**config.mk**
```make
export PLATFORM = sky130hd
export DESIGN_NAME = booth_multiplier
export DESIGN_NICKNAME = d
export VERILOG_FILES = /design/src/design/booth_pkg.sv /design/src/design/booth_ctrl_if.sv /design/src/design/booth_multiplier.sv /design/src/design/booth_datapath.sv /design/src/design/booth_controller.sv
export SDC_FILE = /design/constraint.sdc
export NUM_CORES = 1
export LEC_CHECK = 0
export BUFFER_PORTS_ARGS = -buffer_cell sky130_fd_sc_hd__buf_2
export CAP_MARGIN = 10
export CORE_MARGIN = 8
export CORE_UTILIZATION = 56
export DETAILED_ROUTE_END_ITERATION = 7
export GPL_TIMING_DRIVEN = 1
export PLACE_DENSITY_LB_ADDON = 0.08
export SETUP_SLACK_MARGIN = 0.5
export SYNTH_ARGS = -nofsm -noshare
export SYNTH_HDL_FRONTEND = slang
export SYNTH_SLANG_ARGS = --single-unit
```
**constraint.sdc**
```tcl
create_clock -name clk -period 5.5 [get_ports clk]
set_clock_uncertainty 0.15 [all_clocks]
set_input_delay 0.55 -clock clk [delete_from_list [all_inputs] [get_ports clk]]
set_output_delay 0.55 -clock clk [all_outputs]
set_load 0.1 [all_outputs]
```
**src/design/booth_pkg.sv**
```systemverilog
package booth_pkg;

    // Operand width used when the top level does not override it
    localparam int DEFAULT_WIDTH = 8;

    // Operation applied to the accumulator ahead of the arithmetic shift
    typedef logic [1:0] alu_op_t;

    localparam alu_op_t ALU_NOP = 2'b00; // Keep A
    localparam alu_op_t ALU_SUB = 2'b01; // A minus M
    localparam alu_op_t ALU_ADD = 2'b10; // A plus M

    // Booth pair {Q0, Q_1} selects the operation:
    //   10 starts a run of ones, so M is subtracted
    //   01 ends a run of ones, so M is added
    //   00 and 11 are inside a run and leave A alone

endpackage
```
**src/design/booth_ctrl_if.sv**
```systemverilog
interface booth_ctrl_if;
    import booth_pkg::*;

    logic    load;       // Capture operands and init iteration state
    logic    step;       // One Booth iteration
    alu_op_t alu_op;     // Operation for this iteration
    logic    capture;    // Copy A and Q into product register

    logic    q0;         // LSB of Q
    logic    q_1;        // Extra bit right of Q
    logic    count_done; // Iteration counter at zero

    modport ctrl (
        output load, step, alu_op, capture,
        input  q0, q_1, count_done
    );

    modport dp (
        input  load, step, alu_op, capture,
        output q0, q_1, count_done
    );

endinterface

```
**src/design/booth_multiplier.sv**
```systemverilog
module booth_multiplier #(
    parameter int WIDTH = booth_pkg::DEFAULT_WIDTH
) (
    input  logic               clk,
    input  logic               rst_n,

    // Operand handshake
    input  logic               src_valid,
    input  logic [WIDTH-1:0]   multiplicand,
    input  logic [WIDTH-1:0]   multiplier,
    output logic               src_ready,

    // Product handshake
    output logic               dest_valid,
    input  logic               dest_ready,
    output logic [2*WIDTH-1:0] product
);

    booth_ctrl_if ctrl_bus ();

    booth_controller u_ctrl (
        .clk        (clk),
        .rst_n      (rst_n),
        .src_valid  (src_valid),
        .src_ready  (src_ready),
        .dest_valid (dest_valid),
        .dest_ready (dest_ready),
        .bus        (ctrl_bus.ctrl)
    );

    booth_datapath #(
        .WIDTH (WIDTH)
    ) u_dp (
        .clk          (clk),
        .rst_n        (rst_n),
        .multiplicand (multiplicand),
        .multiplier   (multiplier),
        .product      (product),
        .bus          (ctrl_bus.dp)
    );

endmodule

```
**src/design/booth_datapath.sv**
```systemverilog
module booth_datapath #(
    parameter int WIDTH = booth_pkg::DEFAULT_WIDTH
) (
    input  logic                 clk,
    input  logic                 rst_n,
    input  logic [WIDTH-1:0]     multiplicand,
    input  logic [WIDTH-1:0]     multiplier,
    output logic [2*WIDTH-1:0]   product,
    booth_ctrl_if.dp             bus
);
    import booth_pkg::*;

    localparam int CNT_W = $clog2(WIDTH) + 1;

    typedef logic [WIDTH-1:0]   operand_t;
    typedef logic [WIDTH:0]     acc_t;     // One guard bit above the operand width
    typedef logic [2*WIDTH-1:0] product_t;
    typedef logic [CNT_W-1:0]   count_t;

    acc_t     a_reg;     // Accumulator
    operand_t q_reg;     // Multiplier, shifted out from the LSB
    logic     q_1_reg;   // Bit shifted out of Q last iteration
    operand_t m_reg;     // Multiplicand
    count_t   count;     // Iterations still to run
    product_t prod_reg;

    acc_t     m_ext;     // Sign-extended multiplicand
    acc_t     alu_res;   // A after add/sub, before shift

    assign m_ext = {m_reg[WIDTH-1], m_reg};

    always_comb begin
        case (bus.alu_op)
            ALU_ADD: alu_res = a_reg + m_ext;
            ALU_SUB: alu_res = a_reg - m_ext;
            default: alu_res = a_reg;
        endcase
    end

    // Operand and iteration registers
    always_ff @(posedge clk) begin
        if (bus.load) begin
            a_reg   <= '0;
            q_reg   <= multiplier;
            q_1_reg <= 1'b0;
            m_reg   <= multiplicand;
        end else if (bus.step) begin
            // Arithmetic shift right of {A, Q, Q_1}
            a_reg   <= {alu_res[WIDTH], alu_res[WIDTH:1]};
            q_reg   <= {alu_res[0], q_reg[WIDTH-1:1]};
            q_1_reg <= q_reg[0];
        end
    end

    always_ff @(posedge clk or negedge rst_n) begin
        if (!rst_n) begin
            count <= '0;
        end else if (bus.load) begin
            count <= count_t'(WIDTH);
        end else if (bus.step) begin
            count <= count - 1'b1;
        end
    end

    // Result held until the next capture
    always_ff @(posedge clk or negedge rst_n) begin
        if (!rst_n) begin
            prod_reg <= '0;
        end else if (bus.capture) begin
            prod_reg <= {a_reg[WIDTH-1:0], q_reg}; // Guard bit is only a sign copy here
        end
    end

    assign product        = prod_reg;
    assign bus.q0         = q_reg[0];
    assign bus.q_1        = q_1_reg;
    assign bus.count_done = (count == '0);

endmodule

```
**src/design/booth_controller.sv**
```systemverilog
module booth_controller (
    input  logic clk,
    input  logic rst_n,
    input  logic src_valid,  // Operand pair offered
    output logic src_ready,  // Able to take a new operand pair
    output logic dest_valid, // Product available
    input  logic dest_ready, // Sink takes the product
    booth_ctrl_if.ctrl bus
);
    import booth_pkg::*;

    typedef enum logic [1:0] {
        IDLE = 2'b00, // Waiting for operands
        RUN  = 2'b01, // Booth iterations, then capture
        DONE = 2'b10  // Holding product for the sink
    } state_t;

    state_t  state;
    state_t  next_state;
    alu_op_t booth_op;

    always_ff @(posedge clk or negedge rst_n) begin
        if (!rst_n) begin
            state <= IDLE;
        end else begin
            state <= next_state;
        end
    end

    // Booth recoding of the current LSB pair
    always_comb begin
        case ({bus.q0, bus.q_1})
            2'b10:   booth_op = ALU_SUB; // Entering a run of ones
            2'b01:   booth_op = ALU_ADD; // Leaving a run of ones
            default: booth_op = ALU_NOP; // Inside a run
        endcase
    end

    always_comb begin
        next_state  = state;
        src_ready   = 1'b0;
        dest_valid  = 1'b0;
        bus.load    = 1'b0;
        bus.step    = 1'b0;
        bus.capture = 1'b0;
        bus.alu_op  = ALU_NOP;

        case (state)
            IDLE: begin
                src_ready = 1'b1;
                if (src_valid) begin
                    bus.load   = 1'b1; // Operands taken on this edge
                    next_state = RUN;
                end
            end

            RUN: begin
                if (bus.count_done) begin
                    // All WIDTH iterations done, latch the result
                    bus.capture = 1'b1;
                    next_state  = DONE;
                end else begin
                    bus.step   = 1'b1;
                    bus.alu_op = booth_op;
                end
            end

            DONE: begin
                dest_valid = 1'b1;
                if (dest_ready) begin
                    // Result leaves now, so a new pair may enter on the same edge
                    src_ready = 1'b1;
                    if (src_valid) begin
                        bus.load   = 1'b1;
                        next_state = RUN;
                    end else begin
                        next_state = IDLE;
                    end
                end
            end

            default: begin
                next_state = IDLE; // Recover from an illegal encoding
            end
        endcase
    end

endmodule

```
==> results of run 1 <==
-- final timing paths --
kind / endpoint / cells past startpoint
worst max-delay path: u_dp.a_reg[6] / 14
worst min-delay path: u_dp.product[0] / 1
worst max register to register: u_dp.a_reg[6] / 14
worst min register to register: u_dp.product[8] / 2
max in group asynchronous: u_dp.product[11] / 1
min in group clk: u_dp.m_reg[1] / 1
-- cell usage in the layout, fill, tap and decap left out, types with 2 or more instances in the layout --
cell and n:
clkbuf_8 5, nand2_1 36, o31a_1 3, a21o_1 2, nor4_1 2, nor2b_1 2, mux2i_1 3, dfrtp_1 22
o21ai_0 9, xnor2_1 8, edfxtp_1 16, a31oi_1 3, buf_2 37, nor3_1 2, nor3b_2 2, dfxtp_1 9
o21a_1 2, nor2_1 13, inv_1 12, nand3_1 2, mux2_2 15, o22ai_1 2, xor2_1 5, ha_1 11
a21oi_1 6
-- critical path: stages (launching register included) --
cell and delay, ps:
dfrtp_1 400, inv_1 60, ha_1 200, nor3b_2 180, or3b_1 560, nor3b_1 280, ha_1 380, mux2i_1 360
ha_1 290, nor2b_1 140, o31a_1 270, o2111a_1 270, o31a_1 240, o31a_1 250, o21ai_2 110
-- final cells by class --
cell class / instances / area, um2
timing repair buffer: 37 / 185
inverter: 12 / 45.0
multi-input combinational: 148 / 1050
sequential: 47 / 1210
fill: 333 / 1360
clock buffer: 6 / 72.6
tap: 50 / 62.6
clock inverter: 2 / 12.5
-- through the flow --
step           std cells  utilization, %  hold slack, ps  cell area (um2)
2_1_floorplan        213               -             104             2330
3_3_place_gp         294            63.8             308             2550
3_5_place_dp         294            63.8             315             2550
4_1_cts              302            65.9            70.9             2640
5_1_grt              302            65.9            93.2             2640
6_report             302            65.9            52.6             2640
-- kinds of logic after synthesis --
family                   share of synthesized area [%]
AND/OR/NAND/NOR                                   13.2
flip-flops                                        52.0
AO/OA/AOI/OAI                                     11.6
buffers and inverters                             2.96
multiplexers                                      8.55
XOR/XNOR                                          4.89
adder cells (fa/ha/maj)                           6.77
-- layer usage --
layer,up-vias,routed length [um],GRT usage (%)
met5,-,0,0
met1,733,2170,19.8
met3,5,257,4.80
met4,0,26,4.00
li1,832,-,-
met2,39,2000,22.5
==> reports/summary.txt, run 1 <==
Die Ht: 80.5 um
Max Freq: 238 MHz
Req. time, crit path: 5590 ps
Slew Limit Fails: 0
Max clock buf depth: 2
Via-to-Cell Ratio: 5.33
CP Class: flop to flop
Place WS: 1360 ps
DRC: 0
endpoint class of the critical path: flop
crit path time final: 4210 ps
Routed WL per cell: 14.8 um
top-area cell type share of the netlist area: 23.7%
Reg clk slew, reported paths: 90 ps
global route overflow: 0
Slew @ Worst Pin: 610 ps
final worst-path cycle share: 76.5%
Post-synth EDFFs: 16
starting density of the core: 58.2%
antenna diode count: 0
Iter 0 DRT Violations: 73
setup slack, reg-to-reg: 1290 ps
port buffer count: 37
number of antenna-violating nets in the routed design: 0
cell area after synthesis: 2330 um2
area of the core: 4000 um2
largest net degree at the start of global routing: 23
final hold vios: 0
total track usage: 14.9%
area grow syn2layout: 13.3%
max reg flops: 16
CTS tree: yes
Post-CTS Setup Bufs: 0
final worst slack: 1290 ps
first-pass GRT wire length: 7580 um
num rows: 23
CP arrival: 4300 ps
initial antenna violation count: 0
top post-synthesis cells by count: nand2_1, dfrtp_1, edfxtp_1
most instantiated library cell after synthesis: nand2_1
CTS Root Buffer Type: clkbuf_8
Post-synth ARST share: 46.8%
Startpoint Class: flop
max_cap viols: 0
post-synthesis sequential area ratio: 52.0%
Reg2Reg Launch Point: u_dp.count[0]
placed wire-length estimate: 3330 um
final setup TNS: 0 ps
clk sinks: 47
via count: 1,609
Ports: 38
Post-Syn Instances: 213
outcome: finished, final reports clean
vias in the first global route: 1,643
CTS Hold Buffers Added: 0
TritonRoute pass-1 iters: 4
# nets final: 283
Yosys reg bits: 47
detailed-route wire length: 4460 um
CTS Buf Count: 5
RSZ-0062 raised after global routing: no
Most used DFF post-synth: dfrtp_1
CP Launch Point: u_dp.count[0]
top cells by area, synth: dfrtp_1, edfxtp_1, dfxtp_1, mux2_2, ha_1
Skew-Pair Late Insertion Delay: 300 ps
Die X: 80.5 um
Final Setup Violations: 0
Hold Path Class: primary input to async pin
proportion of layout cells with a drive suffix above 1: 25.8%
area leader, netlist: dfrtp_1
syn avg cell area: 10.9 um2
Worst slew margin: 59.3%
post_cts resized: 0
Post-Syn Nets: 245
Final Wtd Congestion: 0.894
die footprint: 6470 um2
Ys Warns: 0
Cell variety after synth: 45
CP max FO: 13
H-tree depth: 2
Power of run 1 is left out: the tool's default activity adds up to more than one toggle a clock period on the data nets, which glitch-free logic cannot reach.
==> run 2: changes to the inputs <==
clock period = 4.12 ns   (was 5.5 ns; I/O delays follow)
==> reports/summary.txt, run 2 (synthesis gave the netlist of run 1 again) <==
via count: 1,721
CTS tree: yes
CP Class: flop to flop
Startpoint Class: flop
Reg clk slew, reported paths: 80 ps
starting density of the core: 58.2%
most frequent cells in the layout: buf_2, nand2_1, dfrtp_1
crit path time final: 3570 ps
CP most frequent cell: o31a_1
Die X: 80.5 um
fill count: 309
RSZ-0062 raised after global routing: yes
final worst-path cycle share: 86.7%
Crit-path slowest cell: or3b_4
antenna diode count: 0
Iter 0 DRT Violations: 130
Ports: 38
detailed-route wire length: 4700 um
area grow syn2layout: 21.5%
outcome: finished, final reports clean
CP max stage delay: 410 ps
Reg area: 1210 um2
number of antenna-violating nets in the routed design: 0
global route overflow: 0
placed wire-length estimate: 3300 um
CP max FO: 6
footprint of the multi-input gates: 1130 um2
proportion of layout cells with a drive suffix above 1: 32.7%
port buffer count: 37
Worst slew margin: 57.5%
Final Setup Violations: 0
CP arrival: 3660 ps
crit-path cells: inv_1, ha_2, nor3b_4, or3b_4, nor3b_4, ha_4, mux2i_4, ha_1, nor2b_4, o31a_1, o2111a_1, o31a_1, o31a_1, o21ai_2
Req. time, crit path: 4210 ps
die footprint: 6470 um2
Routed WL per cell: 14.9 um
Slew Limit Fails: 0
endpoint class of the critical path: flop
largest net degree at the start of global routing: 23
DRC: 0
Slew @ Worst Pin: 637 ps
vias in the first global route: 1,696
area of the core: 4000 um2
final hold vios: 0
Via-to-Cell Ratio: 5.45
Max clock buf depth: 2
Die Ht: 80.5 um
max_cap viols: 0
num rows: 23
max reg flops: 16
CTS Root Buffer Type: clkbuf_8
CTS Buf Count: 5
commonest non-fill, non-tap cell in the layout: buf_2
Hold Path Class: primary input to flop
Final Wtd Congestion: 0.902
Max Freq: 280 MHz
first-pass GRT wire length: 7980 um
final setup TNS: 0 ps
H-tree depth: 2
total track usage: 15.7%
initial antenna violation count: 0
# nets final: 297
clk sinks: 47
Skew-Pair Late Insertion Delay: 300 ps
TritonRoute pass-1 iters: 4
[run 2: cell count changes in the layout (fill, tap and decap cells not counted), sizes merged]
cell	delta
buf	+13
dlygate4sd3	+1
[run 2: final timing paths]
check | startpoint | endpoint | slack, ps | cells past startpoint
min reg2reg | u_dp.product[8] | u_dp.product[8] | 330 | 2
max reg2reg | u_dp.count[1] | u_dp.a_reg[6] | 550 | 14
min | multiplicand[6] | u_dp.m_reg[6] | 140 | 1
max | u_dp.count[1] | u_dp.a_reg[6] | 550 | 14
max in group asynchronous | rst_n | u_dp.product[9] | 3010 | 2
min in group asynchronous | rst_n | u_dp.product[7] | 460 | 2
[run 2: stage by stage]
stage               setup slack (ps)  std cells  utilization [%]  instance area (um2)  hold WS (ps)
finish                           550        316             70.7                 2830           136
global route                     335        316             70.7                 2830           127
CTS                              502        313             69.3                 2770           134
detailed placement               165        295             64.5                 2580           266
global placement                 286        295             64.5                 2580           259
floorplan                        480        213                -                 2360         -33.6
[run 2: what timing repair did]
item	in CTS	in global routing
gates resized for setup	7	7
setup endpoints to repair	3	3
hold buffers	1	0
setup buffers	9	3
endpoints found under the hold margin	22	0
pin swaps	7	7
[run 2: worst max-delay path, delay by kind of cell (launching register included)]
| family | cells | cell delay, ps |
|---|---|---|
| AOI/OAI and AO/OA | 5 | 1110 |
| adders and majority gates | 3 | 640 |
| buffers and inverters | 1 | 60 |
| DFF | 1 | 350 |
| muxes | 1 | 250 |
| and+or+nand+nor | 4 | 950 |
[run 2: layer usage]
metal / global-route usage (%) / vias up / routed length (um)
li1: - / 853 / -
met1: 21.0 / 810 / 2200
met2: 23.3 / 51 / 2150
met3: 4.46 / 7 / 287
met4: 6.00 / 0 / 59
met5: 0 / - / 0
[run 2: final cells by class]
class / instances / share of cell area (%)
Sequential cell: 47 / 42.9
Multi-Input combinational cell: 148 / 39.8
Timing Repair Buffer: 51 / 10.5
Clock buffer: 6 / 2.57
Tap cell: 50 / 2.21
Inverter: 12 / 1.59
Clock inverter: 2 / 0.443
Power of run 2 is left out for the same reason.
